`src/design/keypad_params.svh`:
```
`ifndef KEYPAD_PARAMS_SVH
`define KEYPAD_PARAMS_SVH

// keypad matrix size
`define KP_ROWS 4
`define KP_COLS 4

// cycles each column stays driven, one sweep is KP_COLS times this
`define KP_SCAN_DWELL 4
// identical sweeps in a row before a key counts as pressed
`define KP_DEBOUNCE_SWEEPS 2

// message buffer geometry
`define MSG_CHARS 16
`define CHAR_W 8
// ascii space, used for reset fill and delete fill
`define SPACE_CHAR 8'h20

`endif

```
`src/design/keypad_pkg.sv`:
```
`include "keypad_params.svh"

package keypad_pkg;

  // one-hot row in the upper nibble, one-hot column in the lower nibble
  typedef struct packed {
    logic [`KP_ROWS-1:0] row;
    logic [`KP_COLS-1:0] col;
  } key_code_t;

  // multi-tap index into a key's symbol list
  typedef logic [1:0] tap_count_t;

  // operations handed from the tap tracker to the assembler
  typedef enum logic [1:0] {
    OP_CHAR,
    OP_SPACE,
    OP_DELETE,
    OP_SEND
  } entry_op_t;

  // whole message, newest character in the low byte
  typedef logic [`MSG_CHARS*`CHAR_W-1:0] msg_t;

  // key codes of the 4x4 pad
  localparam key_code_t KEY_1    = 8'b0001_0001;
  localparam key_code_t KEY_2    = 8'b0001_0010;
  localparam key_code_t KEY_3    = 8'b0001_0100;
  localparam key_code_t KEY_A    = 8'b0001_1000;
  localparam key_code_t KEY_4    = 8'b0010_0001;
  localparam key_code_t KEY_5    = 8'b0010_0010;
  localparam key_code_t KEY_6    = 8'b0010_0100;
  localparam key_code_t KEY_B    = 8'b0010_1000;
  localparam key_code_t KEY_7    = 8'b0100_0001;
  localparam key_code_t KEY_8    = 8'b0100_0010;
  localparam key_code_t KEY_9    = 8'b0100_0100;
  localparam key_code_t KEY_C    = 8'b0100_1000;
  localparam key_code_t KEY_STAR = 8'b1000_0001;
  localparam key_code_t KEY_0    = 8'b1000_0010;
  localparam key_code_t KEY_HASH = 8'b1000_0100;
  localparam key_code_t KEY_D    = 8'b1000_1000;

endpackage

```
`src/design/key_entry_if.sv`:
```
`timescale 1ns/1ps

// committed entry operations, tap tracker to message assembler
interface key_entry_if;

  // one-cycle strobe, the other fields only count while it is high
  logic                   valid;
  keypad_pkg::entry_op_t  op;
  // key and tap index of the character, used by OP_CHAR only
  keypad_pkg::key_code_t  key;
  keypad_pkg::tap_count_t count;

  // no back-pressure, the sink takes every entry as it comes
  modport source (
    output valid, op, key, count
  );

  modport sink (
    input valid, op, key, count
  );

endinterface

```
`src/design/keypad_scanner.sv`:
```
`timescale 1ns/1ps
`include "keypad_params.svh"

module keypad_scanner
  import keypad_pkg::*;
(
  input  logic                clk,
  input  logic                rst_n,
  input  logic [`KP_ROWS-1:0] readrow,
  output logic [`KP_COLS-1:0] scancol,
  output logic                key_press,
  output key_code_t           key_code
);

  localparam int DWELL_W  = $clog2(`KP_SCAN_DWELL);
  localparam int STABLE_W = $clog2(`KP_DEBOUNCE_SWEEPS + 1);

  logic [DWELL_W-1:0]  dwell_cnt;
  logic                dwell_last;
  logic                sweep_end;
  // hits seen this sweep: 0 none, 1 single key, 2 more than one
  logic [1:0]          hit_cnt;
  logic [1:0]          hit_cnt_nxt;
  key_code_t           hit_code;
  key_code_t           hit_code_nxt;
  logic                last_valid;
  key_code_t           last_code;
  logic [STABLE_W-1:0] stable_cnt;
  logic [STABLE_W-1:0] stable_nxt;
  logic                armed;
  logic                fire;

  // rows are sampled in the last cycle a column is driven
  assign dwell_last = (dwell_cnt == DWELL_W'(`KP_SCAN_DWELL - 1));
  assign sweep_end  = dwell_last && scancol[`KP_COLS-1];

  // fold the current row sample into the sweep accumulator
  always_comb begin
    hit_cnt_nxt  = hit_cnt;
    hit_code_nxt = hit_code;
    if (readrow != '0) begin
      if ($onehot(readrow) && hit_cnt == 2'd0) begin
        hit_cnt_nxt  = 2'd1;
        hit_code_nxt = '{row: readrow, col: scancol};
      end else begin
        // second hit or several rows at once, sweep gives no key
        hit_cnt_nxt = 2'd2;
      end
    end
  end

  // count identical single-key sweeps, saturating at the debounce limit
  always_comb begin
    stable_nxt = '0;
    if (hit_cnt_nxt == 2'd1) begin
      if (last_valid && hit_code_nxt == last_code) begin
        if (stable_cnt == STABLE_W'(`KP_DEBOUNCE_SWEEPS))
          stable_nxt = stable_cnt;
        else
          stable_nxt = stable_cnt + 1'b1;
      end else begin
        stable_nxt = STABLE_W'(1);
      end
    end
  end

  assign fire = sweep_end && armed && (stable_nxt == STABLE_W'(`KP_DEBOUNCE_SWEEPS));

  always_ff @(posedge clk) begin
    if (!rst_n) begin
      dwell_cnt  <= '0;
      scancol    <= `KP_COLS'(1);
      hit_cnt    <= 2'd0;
      last_valid <= 1'b0;
      stable_cnt <= '0;
      armed      <= 1'b1;
      key_press  <= 1'b0;
    end else begin
      key_press <= 1'b0;
      dwell_cnt <= dwell_last ? '0 : dwell_cnt + 1'b1;
      if (dwell_last)
        scancol <= {scancol[`KP_COLS-2:0], scancol[`KP_COLS-1]};
      if (sweep_end) begin
        hit_cnt    <= 2'd0;
        last_valid <= (hit_cnt_nxt == 2'd1);
        stable_cnt <= stable_nxt;
        // a fully idle sweep means the key was let go
        if (hit_cnt_nxt == 2'd0)
          armed <= 1'b1;
        else if (fire) begin
          key_press <= 1'b1;
          armed     <= 1'b0;
        end
      end else if (dwell_last) begin
        hit_cnt <= hit_cnt_nxt;
      end
    end
  end

  always_ff @(posedge clk) begin
    if (dwell_last)
      hit_code <= hit_code_nxt;
    if (sweep_end)
      last_code <= hit_code_nxt;
    if (fire)
      key_code <= hit_code_nxt;
  end

endmodule

```
`src/design/mode_control.sv`:
```
`timescale 1ns/1ps

module mode_control
  import keypad_pkg::*;
(
  input  logic      clk,
  input  logic      rst_n,
  input  logic      key_press,
  input  key_code_t key_code,
  output logic      letter_mode,
  output logic      upper
);

  // B flips between number and letter entry
  // # is shift, but only means that in letter mode
  always_ff @(posedge clk) begin
    if (!rst_n) begin
      letter_mode <= 1'b0;
      upper       <= 1'b0;
    end else if (key_press) begin
      if (key_code == KEY_B) begin
        letter_mode <= !letter_mode;
        // shift never survives a mode change
        upper       <= 1'b0;
      end else if (key_code == KEY_HASH && letter_mode) begin
        upper <= !upper;
      end
    end
  end

endmodule

```
`src/design/tap_tracker.sv`:
```
`timescale 1ns/1ps

module tap_tracker
  import keypad_pkg::*;
(
  input  logic      clk,
  input  logic      rst_n,
  input  logic      key_press,
  input  key_code_t key_code,
  input  logic      letter_mode,
  key_entry_if.source entry
);

  logic       mode_q;
  logic       pend_valid;
  logic       pend_valid_nxt;
  key_code_t  pend_key;
  key_code_t  pend_key_nxt;
  tap_count_t pend_count;
  tap_count_t pend_count_nxt;
  logic       emit;
  entry_op_t  emit_op;
  key_code_t  emit_key;
  tap_count_t emit_count;

  // highest tap index, keys with four symbols wrap after 3
  function automatic tap_count_t last_tap(key_code_t k);
    if (k == KEY_1 || k == KEY_7 || k == KEY_9 || k == KEY_0 || k == KEY_STAR)
      return 2'd3;
    return 2'd2;
  endfunction

  always_comb begin
    emit           = 1'b0;
    emit_op        = OP_CHAR;
    emit_key       = key_code;
    emit_count     = '0;
    pend_valid_nxt = pend_valid;
    pend_key_nxt   = pend_key;
    pend_count_nxt = pend_count;
    if (key_press) begin
      case (key_code)
        KEY_A: begin
          emit           = 1'b1;
          emit_op        = OP_DELETE;
          pend_valid_nxt = 1'b0;
        end
        KEY_D: begin
          emit           = 1'b1;
          emit_op        = OP_SEND;
          pend_valid_nxt = 1'b0;
        end
        KEY_C: begin
          emit = 1'b1;
          // confirm the pending letter, space when nothing waits
          if (pend_valid) begin
            emit_key       = pend_key;
            emit_count     = pend_count;
            pend_valid_nxt = 1'b0;
          end else begin
            emit_op = OP_SPACE;
          end
        end
        // mode toggle is handled by mode_control
        KEY_B: begin
        end
        // shift in letter mode, plain '#' in number mode
        KEY_HASH: emit = !letter_mode;
        default: begin
          if (!letter_mode) begin
            emit = 1'b1;
          end else if (pend_valid && key_code == pend_key) begin
            // same key again, step to its next symbol
            if (pend_count == last_tap(pend_key))
              pend_count_nxt = '0;
            else
              pend_count_nxt = pend_count + 1'b1;
          end else begin
            // different key commits the old letter and starts a new one
            emit           = pend_valid;
            emit_key       = pend_key;
            emit_count     = pend_count;
            pend_valid_nxt = 1'b1;
            pend_key_nxt   = key_code;
            pend_count_nxt = '0;
          end
        end
      endcase
    end
    // a pending letter is dropped when the mode flips under it
    if (letter_mode != mode_q)
      pend_valid_nxt = 1'b0;
  end

  always_ff @(posedge clk) begin
    if (!rst_n) begin
      entry.valid <= 1'b0;
      pend_valid  <= 1'b0;
      mode_q      <= 1'b0;
    end else begin
      entry.valid <= emit;
      pend_valid  <= pend_valid_nxt;
      mode_q      <= letter_mode;
    end
  end

  always_ff @(posedge clk) begin
    if (emit) begin
      entry.op    <= emit_op;
      entry.key   <= emit_key;
      entry.count <= emit_count;
    end
    pend_key   <= pend_key_nxt;
    pend_count <= pend_count_nxt;
  end

endmodule

```
`src/design/message_assembler.sv`:
```
`timescale 1ns/1ps
`include "keypad_params.svh"

module message_assembler
  import keypad_pkg::*;
(
  input  logic      clk,
  input  logic      rst_n,
  input  logic      letter_mode,
  input  logic      upper,
  key_entry_if.sink entry,
  output msg_t      msg,
  output logic      msg_tx_ctrl
);

  localparam int MSG_W = `MSG_CHARS * `CHAR_W;

  // symbol sets of the non-letter keys, tap 0 in the top byte
  localparam logic [4*`CHAR_W-1:0] SYMS_1    = "@_&:";
  localparam logic [4*`CHAR_W-1:0] SYMS_STAR = "+-/=";
  localparam logic [4*`CHAR_W-1:0] SYMS_0    = ",.?!";

  logic [`CHAR_W-1:0] letter_base;
  logic [`CHAR_W-1:0] sym;

  function automatic logic [`CHAR_W-1:0] pick_sym(logic [4*`CHAR_W-1:0] set, tap_count_t n);
    return set[(3 - int'(n)) * `CHAR_W +: `CHAR_W];
  endfunction

  // first lower-case letter of each letter key, zero for the others
  always_comb begin
    case (entry.key)
      KEY_2:   letter_base = "a";
      KEY_3:   letter_base = "d";
      KEY_4:   letter_base = "g";
      KEY_5:   letter_base = "j";
      KEY_6:   letter_base = "m";
      KEY_7:   letter_base = "p";
      KEY_8:   letter_base = "t";
      KEY_9:   letter_base = "w";
      default: letter_base = '0;
    endcase
  end

  // character for an OP_CHAR entry
  always_comb begin
    sym = `SPACE_CHAR;
    if (!letter_mode) begin
      case (entry.key)
        KEY_1:    sym = "1";
        KEY_2:    sym = "2";
        KEY_3:    sym = "3";
        KEY_4:    sym = "4";
        KEY_5:    sym = "5";
        KEY_6:    sym = "6";
        KEY_7:    sym = "7";
        KEY_8:    sym = "8";
        KEY_9:    sym = "9";
        KEY_0:    sym = "0";
        KEY_STAR: sym = "*";
        KEY_HASH: sym = "#";
        default:  sym = `SPACE_CHAR;
      endcase
    end else if (letter_base != '0) begin
      // letters within a key are consecutive in ascii
      sym = letter_base + `CHAR_W'(entry.count);
      if (upper)
        sym = sym - `CHAR_W'(8'h20);
    end else begin
      // punctuation keys ignore shift
      case (entry.key)
        KEY_1:    sym = pick_sym(SYMS_1, entry.count);
        KEY_STAR: sym = pick_sym(SYMS_STAR, entry.count);
        KEY_0:    sym = pick_sym(SYMS_0, entry.count);
        default:  sym = `SPACE_CHAR;
      endcase
    end
  end

  always_ff @(posedge clk) begin
    if (!rst_n) begin
      msg         <= {`MSG_CHARS{`SPACE_CHAR}};
      msg_tx_ctrl <= 1'b0;
    end else begin
      msg_tx_ctrl <= 1'b0;
      if (entry.valid) begin
        case (entry.op)
          // new character enters at the low byte, oldest drops off the top
          OP_CHAR:   msg <= {msg[MSG_W-`CHAR_W-1:0], sym};
          OP_SPACE:  msg <= {msg[MSG_W-`CHAR_W-1:0], `SPACE_CHAR};
          // delete pulls everything back down, space fills the top
          OP_DELETE: msg <= {`SPACE_CHAR, msg[MSG_W-1:`CHAR_W]};
          OP_SEND:   msg_tx_ctrl <= 1'b1;
          default:   msg <= msg;
        endcase
      end
    end
  end

endmodule

```
`src/design/keypad_control.sv`:
```
`timescale 1ns/1ps
`include "keypad_params.svh"

module keypad_control
  import keypad_pkg::*;
(
  input  logic                clk,
  input  logic                rst_n,
  input  logic [`KP_ROWS-1:0] readrow,
  output logic [`KP_COLS-1:0] scancol,
  output msg_t                msg_1,
  output logic                msg_tx_ctrl
);

  logic      key_press;
  key_code_t key_code;
  logic      letter_mode;
  logic      upper;

  // committed characters and commands toward the buffer
  key_entry_if entry ();

  keypad_scanner u_scanner (
    .clk       (clk),
    .rst_n     (rst_n),
    .readrow   (readrow),
    .scancol   (scancol),
    .key_press (key_press),
    .key_code  (key_code)
  );

  // mode flags and multi-tap state both watch the same press strobe
  mode_control u_mode (
    .clk         (clk),
    .rst_n       (rst_n),
    .key_press   (key_press),
    .key_code    (key_code),
    .letter_mode (letter_mode),
    .upper       (upper)
  );

  tap_tracker u_tap (
    .clk         (clk),
    .rst_n       (rst_n),
    .key_press   (key_press),
    .key_code    (key_code),
    .letter_mode (letter_mode),
    .entry       (entry.source)
  );

  message_assembler u_asm (
    .clk         (clk),
    .rst_n       (rst_n),
    .letter_mode (letter_mode),
    .upper       (upper),
    .entry       (entry.sink),
    .msg         (msg_1),
    .msg_tx_ctrl (msg_tx_ctrl)
  );

endmodule

```
`config.mk`:
```
export PLATFORM = sky130hd
export DESIGN_NAME = keypad_control
export DESIGN_NICKNAME = d
export VERILOG_FILES = /design/src/design/keypad_pkg.sv /design/src/design/key_entry_if.sv /design/src/design/keypad_scanner.sv /design/src/design/mode_control.sv /design/src/design/tap_tracker.sv /design/src/design/message_assembler.sv /design/src/design/keypad_control.sv
export VERILOG_INCLUDE_DIRS = /design/src /design/src/design
export SDC_FILE = /design/constraint.sdc
export NUM_CORES = 1
export LEC_CHECK = 0
export BUFFER_PORTS_ARGS = -buffer_cell sky130_fd_sc_hd__buf_4
export CORE_MARGIN = 1.5
export CORE_UTILIZATION = 50
export DETAILED_ROUTE_END_ITERATION = 10
export GPL_TIMING_DRIVEN = 0
export PLACE_DENSITY_LB_ADDON = 0.05
export SLEW_MARGIN = 25
export SYNTH_ARGS = -nofsm -noshare
export SYNTH_HDL_FRONTEND = slang
export SYNTH_SLANG_ARGS = --single-unit
```
`constraint.sdc`:
```
create_clock -name clk -period 5.6 [get_ports clk]
set_input_delay 0.28 -clock clk [delete_from_list [all_inputs] [get_ports clk]]
set_output_delay 0.28 -clock clk [all_outputs]
set_load 0.01 [all_outputs]
```
[Yosys cells after proc, flatten, opt, wreduce, memory -nomap -nowiden]
Index checks and enable logic that the tools add are counted.
W data, S select, Z words.
Cells by class
  bitwise gates (word level): 5
  eq/ne operators: 35
  multiplexer cells: 49
  shift-type cells: 3
  add/subtract/negate cells: 9
  reduce and logical (&&, ||, !) cells: 39
Operators with widths (number)
  $pmux W128 S3: 1
  $shiftx A32 B32 Y8 const A: 3
  $mux W8: 9
  $pmux W5 S12: 1
  $eq A8 B8 Y1 const B: 7
  $pmux W7 S8: 1
  $eq A8 B7 Y1 const B: 6
  $eq A8 B5 Y1 const B: 5
  $eq A8 B6 Y1 const B: 4
  $mux W2: 14
  $pmux W8 S3: 1
  $mux W1: 17
  $eq A8 B8 Y1: 2
  $pmux W8 S2: 1
  $eq A2 B2 Y1 const B: 5
  $reduce_and A2 Y1: 5
  $reduce_or A2 Y1: 5
  $add A7 B2 Y8: 1
  $reduce_and A4 Y1: 2
  $reduce_bool A8 Y1: 1
  $sub A8 B6 Y8 const B: 1
  $logic_and A1 B1 Y1: 7
  $add A2 B1 Y2 const B: 3
  $logic_not A2 Y1: 3
  other kinds (22): 35
Storage, ports and cells
  flip-flop bits (word level): 193
  output and inout bits: 133
  logic and storage cells: 167

[Longest topological paths before layout]
  word-level depth: 17
  mapped depth: 10
  mapped depth without buffers: 9

[Modules after synthesis]
Synthesis repeated with hierarchy kept, for this count alone.
Unflattened totals
  cell total of the unflattened synthesis: 969
  area, all modules: 9546.7 um^2
Modules (own cells, without submodules)
  message_assembler: times used 1, cells an instance 688, sequential area each 2582.5 um^2, area each 6162.2 um^2
  keypad_scanner: times used 1, cells an instance 148, sequential area each 980.9 um^2, area each 1788.0 um^2
  tap_tracker: times used 1, cells an instance 117, sequential area each 720.7 um^2, area each 1443.9 um^2
  mode_control: times used 1, cells an instance 16, sequential area each 40.0 um^2, area each 152.6 um^2

[Least setup slack after synthesis]
Ideal clock, no wire load.
  path type: input -> register
  start: input port readrow[2]
  end: register u_scanner.key_code[0] (netlist name)
  stages on the path: 9
  buffers on the path: 0
  arrival: 2.988 ns
  slack: 2.228 ns
  data required time: 5.217 ns
  library setup time: 0.383 ns
  cell sequence: inv_1 ha_1 ha_1 fa_1 or4b_1 o22ai_1 o2111ai_1 a2111o_1 nor3_1
Between the ends
  cells in the longest elaborated chain, start to end: 12
  elaborated cells on any way between the ends: 16
RTL lines
  start, declared: line keypad_control.sv:9  | input logic [`KP_ROWS-1:0] readrow,
  $add A1 B1 Y2 (not written as such): line keypad_scanner.sv:42  | if ($onehot(readrow) && hit_cnt == 2'd0) begin
  $add A3 B3 Y3 (not written as such): line keypad_scanner.sv:42
  $eq A3 B1 Y1: line keypad_scanner.sv:42
  $logic_and A1 B1 Y1: line keypad_scanner.sv:42
  $mux W8: line keypad_scanner.sv:42
  $mux W8: line keypad_scanner.sv:41  | if (readrow != '0) begin
  $eq A8 B8 Y1: line keypad_scanner.sv:56  | if (last_valid && hit_code_nxt == last_code) begin
  $logic_and A1 B1 Y1: line keypad_scanner.sv:56
  $mux W2: line keypad_scanner.sv:56
  $mux W2 *: line keypad_scanner.sv:55  | if (hit_cnt_nxt == 2'd1) begin
  $eq A2 B2 Y1 *: line keypad_scanner.sv:67  | assign fire = sweep_end && armed && (stable_nxt == STABLE_W'(`KP_DEBOUNCE_SWEEPS));
  $logic_and A1 B1 Y1 *: line keypad_scanner.sv:67
  named net u_scanner.fire: line keypad_scanner.sv:31  | logic fire;
The timed path passes the listed nets; every way through them passes the cells marked *.
A chain may end at the register's enable or synchronous reset.

[Final worst setup path]
  start: input port readrow[2]
  end: register u_scanner.key_code[0] (netlist name)
Between the ends
  cells in the longest elaborated chain, start to end: 12
  elaborated cells on any way between the ends: 16
RTL lines (line)
  $add A1 B1 Y2 (not written as such): keypad_scanner.sv:42
  $add A3 B3 Y3 (not written as such): keypad_scanner.sv:42
  $eq A3 B1 Y1: keypad_scanner.sv:42
  $logic_and A1 B1 Y1: keypad_scanner.sv:42
  $mux W8: keypad_scanner.sv:42
  $mux W8: keypad_scanner.sv:41
  $eq A8 B8 Y1: keypad_scanner.sv:56
  $logic_and A1 B1 Y1: keypad_scanner.sv:56
  $mux W2: keypad_scanner.sv:56
  $mux W2 *: keypad_scanner.sv:55
  $eq A2 B2 Y1 *: keypad_scanner.sv:67
  $logic_and A1 B1 Y1 *: keypad_scanner.sv:67
  named net u_scanner.fire: keypad_scanner.sv:31
Marked as above.

==> impl_metrics.csv <==
group,metric,value,unit
run_status,run_status,"complete, but fails checks",
run_status,violations,"design-rule violations",
placement,dp_hpwl,19500,µm
global_routing,grt_remaining_overflow,0,
synthesis,synth_edf_count,46,
die,start_util,51.5,%
setup_path,crit_path_start_kind,"primary input",
synthesis,postSynthAreaPerCell,9.60,µm²
worst_hold_path,whs_endpoint,"u_asm.msg[2]$_SDFFE_PN0P_",
timing,report.final.hold_viol_count,0,
power_and_ir_drop,vdd_drop_max,0.232,mV
routing,drt_drc_violations_left,9,
final_layout,layout.cells.non_filler,1368,
placement,io_buffers,138,
worst_hold_path,worst_hold_path.num_cells,3,
setup_path,worst_r2r_path_depth,7,
cts,post_cts_resized,0,
timing,fmax,0.325,GHz
synthesis,synthesis.nets,990,
timing,finalCriticalPeriod,3.08,ns
cts,cts.repair_timing.setup_buffer_count,0,
setup_path,rrSetupSlack,2.59,ns
die,die_h,139,µm
timing,finalSetupViolCount,0,
routing,vias_per_cell,6.24,
power_and_ir_drop,clkPwrFrac,45.0,%
timing,tightest_slew,0.816,ns
power_and_ir_drop,p_int,2.15,mW
routing,vias,8540,
synthesis,top_cell_types_by_occurrence_after_synthesis,"sky130_fd_sc_hd__dfxtp_1 (147), sky130_fd_sc_hd__nor2_1 (132), sky130_fd_sc_hd__a221oi_1 (116), sky130_fd_sc_hd__nor3b_1 (99), sky130_fd_sc_hd__clkbuf_1 (76)",
die,row_count,49,
final_layout,nNetsFinal,1147,
cts,cts_buffers,17,
final_layout,stdcell_area,11300,µm²
global_routing,grt_util_all_layers,27.3,%
die,core,18100,µm²
power_and_ir_drop,leakage,4.19,nW
power_and_ir_drop,power_frac_comb,3.5,%
setup_path,crit-reg2reg-capture,"u_asm.msg[1]$_SDFFE_PN0P_",
global_routing,grt_pass1_vias,7633,
flow_run,timing.max_cap.violations,0,
global_routing,wire_length_of_the_first_global_routing_pass,42400,µm
global_routing,initial_antenna_violation_count,0,
placement,place.detailed.instances,1336,
setup_path,cp_launch_point,"readrow[2]",
synthesis,postSynthCellCount,969,
timing,totalNegativeSetupSlack,0,ns
timing,timing.clock.skew,0.0129,ns
setup_path,worstPathMaxFanout,8,
setup_path,worst_ep_required_time,5.67,ns
synthesis,yosys.cell_types.count,72,
routing,postRouteAntennaNets,0,
cts,total_clock_sinks,193,
worst_hold_path,min_path_type,"primary input to register",
synthesis,synthDominantAreaCellType,"sky130_fd_sc_hd__dfxtp_1",
routing,initialDrtViolationCount,694,
cts,cts_tree,"built",
setup_path,worst_ep_arrival_time,3.15,ns
power_and_ir_drop,power.share.sequential,51.5,%
worst_hold_path,hold_startpoint,"rst_n",
routing,routedWlPerCell,19.5,µm
final_layout,area_delta_synth_final,21.0,%
synthesis,synth_seq_cells,193,
setup_path,rr_startpoint,"u_tap.entry.key[1]$_DFFE_PP_",
power_and_ir_drop,power_switching_share,23.0,%
setup_path,path_class,"primary input to register",
die,die_width,139,µm
synthesis,synthArstFlopShare,0,%
timing,final.period_utilization,54.9,%
synthesis,synth-seq-area-share,46.5,%
power_and_ir_drop,power.net_switching,0.642,mW
cts,cts_hold_buf,0,
synthesis,largest_cells_by_area_after_synthesis,"sky130_fd_sc_hd__dfxtp_1 (32%), sky130_fd_sc_hd__edfxtp_1 (15%), sky130_fd_sc_hd__a221oi_1 (11%), sky130_fd_sc_hd__nor3b_1 (8.0%), sky130_fd_sc_hd__nor2_1 (5.3%)",
cts,clock_tree.root_cell,"sky130_fd_sc_hd__clkbuf_16",
final_layout,layout-drive-gt1-share,17.9,%
synthesis,yosysWarnings,0,
cts,cts-root-to-sink-buffers,2,
cts,clk_pin_slew,0.07,ns
die,floorplan.die_area,19400,µm²
timing,report.final.slew_viol_count,0,
global_routing,grt_start_max_net_pins,19,
cts,cts_htree_levels,4,
placement,gp_congestion,0.869,
synthesis,postSynth.topFlopCell,"sky130_fd_sc_hd__dfxtp_1",
synthesis,synth_most_common_cell,"sky130_fd_sc_hd__dfxtp_1",
die,ioPinCount,139,
synthesis,synth_area,9310,µm²
timing,max-slew-margin-rel,44.9,%
routing,firstDrtPassIters,8,
timing,rsz0062_at_grt,"no",
setup_path,critical_path.endpoint_type,"register",
final_layout,insertedDiodeCount,0,
cts,worstSkewPairLatency,0.44,ns
placement,dpl_cell_area,10600,µm²
power_and_ir_drop,pwr_density_cell,248,nW/µm²
synthesis,synth_top_area_share,31.6,%
routing,wl,26700,µm
[worst max path at each step]
stage,depth (start not counted),slack [ns],end
2_1_floorplan,9,2.23,u_scanner.key_code[0]$_DFFE_PP_
3_3_place_gp,11,1.75,u_scanner.key_code[1]$_DFFE_PP_
3_5_place_dp,11,1.71,u_scanner.key_code[1]$_DFFE_PP_
4_1_cts,11,2.18,u_scanner.key_code[1]$_DFFE_PP_
5_1_grt,10,2.31,u_scanner.key_code[2]$_DFFE_PP_
6_report,11,2.52,u_scanner.key_code[0]$_DFFE_PP_
[cells in the final DEF, fill, tap and decap left out, types with 6 or more instances in the layout]
cell type,synthesis,layout
sky130_fd_sc_hd__nand2_1,45,45
sky130_fd_sc_hd__nor2b_1,15,15
sky130_fd_sc_hd__xnor2_1,6,6
sky130_fd_sc_hd__nand3_1,11,11
sky130_fd_sc_hd__clkbuf_1,76,76
sky130_fd_sc_hd__edfxtp_1,46,46
sky130_fd_sc_hd__ha_1,13,13
sky130_fd_sc_hd__buf_2,6,6
sky130_fd_sc_hd__o21ai_0,43,43
sky130_fd_sc_hd__inv_1,21,21
sky130_fd_sc_hd__o22ai_1,9,9
sky130_fd_sc_hd__xor2_1,21,21
sky130_fd_sc_hd__o21a_1,6,6
sky130_fd_sc_hd__a221oi_1,116,116
sky130_fd_sc_hd__nor3_1,8,6
sky130_fd_sc_hd__a22oi_1,8,8
sky130_fd_sc_hd__mux2_4,7,7
sky130_fd_sc_hd__clkbuf_16,0,20
sky130_fd_sc_hd__nor2_1,132,132
sky130_fd_sc_hd__nor3b_1,99,99
sky130_fd_sc_hd__a21oi_1,19,18
sky130_fd_sc_hd__buf_4,0,138
sky130_fd_sc_hd__a211oi_1,6,6
sky130_fd_sc_hd__and2_1,6,6
sky130_fd_sc_hd__dfxtp_1,147,147
[sequential cells by signal, indices dropped and copies added, names as in the netlist, 2 cells and up]
name                  flops
u_asm.msg               128
u_scanner.dwell_cnt       2
u_scanner.hit_cnt         2
u_scanner.hit_code        8
u_scanner.key_code        8
u_scanner.last_code       8
u_scanner.scancol         4
u_scanner.stable_cnt      2
u_tap.entry.count         2
u_tap.entry.key           8
u_tap.entry.op            2
u_tap.pend_count          2
u_tap.pend_key            8
[power by group through the flow]
stage                     clock network [mW]  logic (mW)  registers [mW]
after floorplan                            0      0.0658            1.47
after global placement                     0      0.0955            1.47
after detailed placement                   0      0.0965            1.47
after CTS                               1.26      0.0966            1.44
after global routing                    1.32       0.108            1.44
final                                   1.26      0.0969            1.44
[metrics by stage]
| step | power, mW | hold WS [ns] | worst slack [ns] | utilization [%] |
|---|---|---|---|---|
| 6_report | 2.79 | 0.248 | 2.52 | 62.3 |
| 5_1_grt | 2.87 | 0.262 | 2.31 | 62.3 |
| 4_1_cts | 2.80 | 0.230 | 2.18 | 62.2 |
| 3_5_place_dp | 1.57 | 0.423 | 1.71 | 58.8 |
| 3_3_place_gp | 1.57 | 0.419 | 1.75 | 58.8 |
| 2_1_floorplan | 1.54 | 0.403 | 2.23 | - |
[cell type report]
cell class	count	area, µm²
Inverter	23	86.3
Timing Repair Buffer	138	1040
Sequential cell	193	4320
Fill cell	1581	6820
Multi-Input combinational cell	667	4580
Clock inverter	11	105
Clock buffer	21	514
Tap cell	229	287
Buffer	86	330
[cells by family (layout without fill, tap and decap cells)]
logic type	Yosys count	in the layout	synth area share, %
AND/OR/NAND/NOR	362	362	22.1
multiplexers	13	13	1.79
flip-flops	193	193	46.5
AO/OA/AOI/OAI	250	250	20.5
adder cells (fa/ha/maj)	15	15	2.18
XOR/XNOR	27	27	2.54
buffers and inverters	109	279	4.48
[worst max-delay path, cell delays in order]
cell	delay (ns)
sky130_fd_sc_hd__buf_4	0.10
sky130_fd_sc_hd__inv_1	0.05
sky130_fd_sc_hd__ha_1	0.29
sky130_fd_sc_hd__ha_1	0.21
sky130_fd_sc_hd__fa_1	0.46
sky130_fd_sc_hd__nor4b_2	0.26
sky130_fd_sc_hd__and2_1	0.16
sky130_fd_sc_hd__buf_2	0.19
sky130_fd_sc_hd__nand4_1	0.15
sky130_fd_sc_hd__a2111o_1	0.50
sky130_fd_sc_hd__nor3_2	0.49
[routing by layer]
layer,GRT usage (%),wire length (µm),vias up
met1,40.0,12500,4168
met2,40.9,11800,354
met5,0,0,-
met4,7.33,416,0
li1,-,-,3980
met3,5.40,2040,38
No activity file was read; power rests on OpenSTA's default activity.
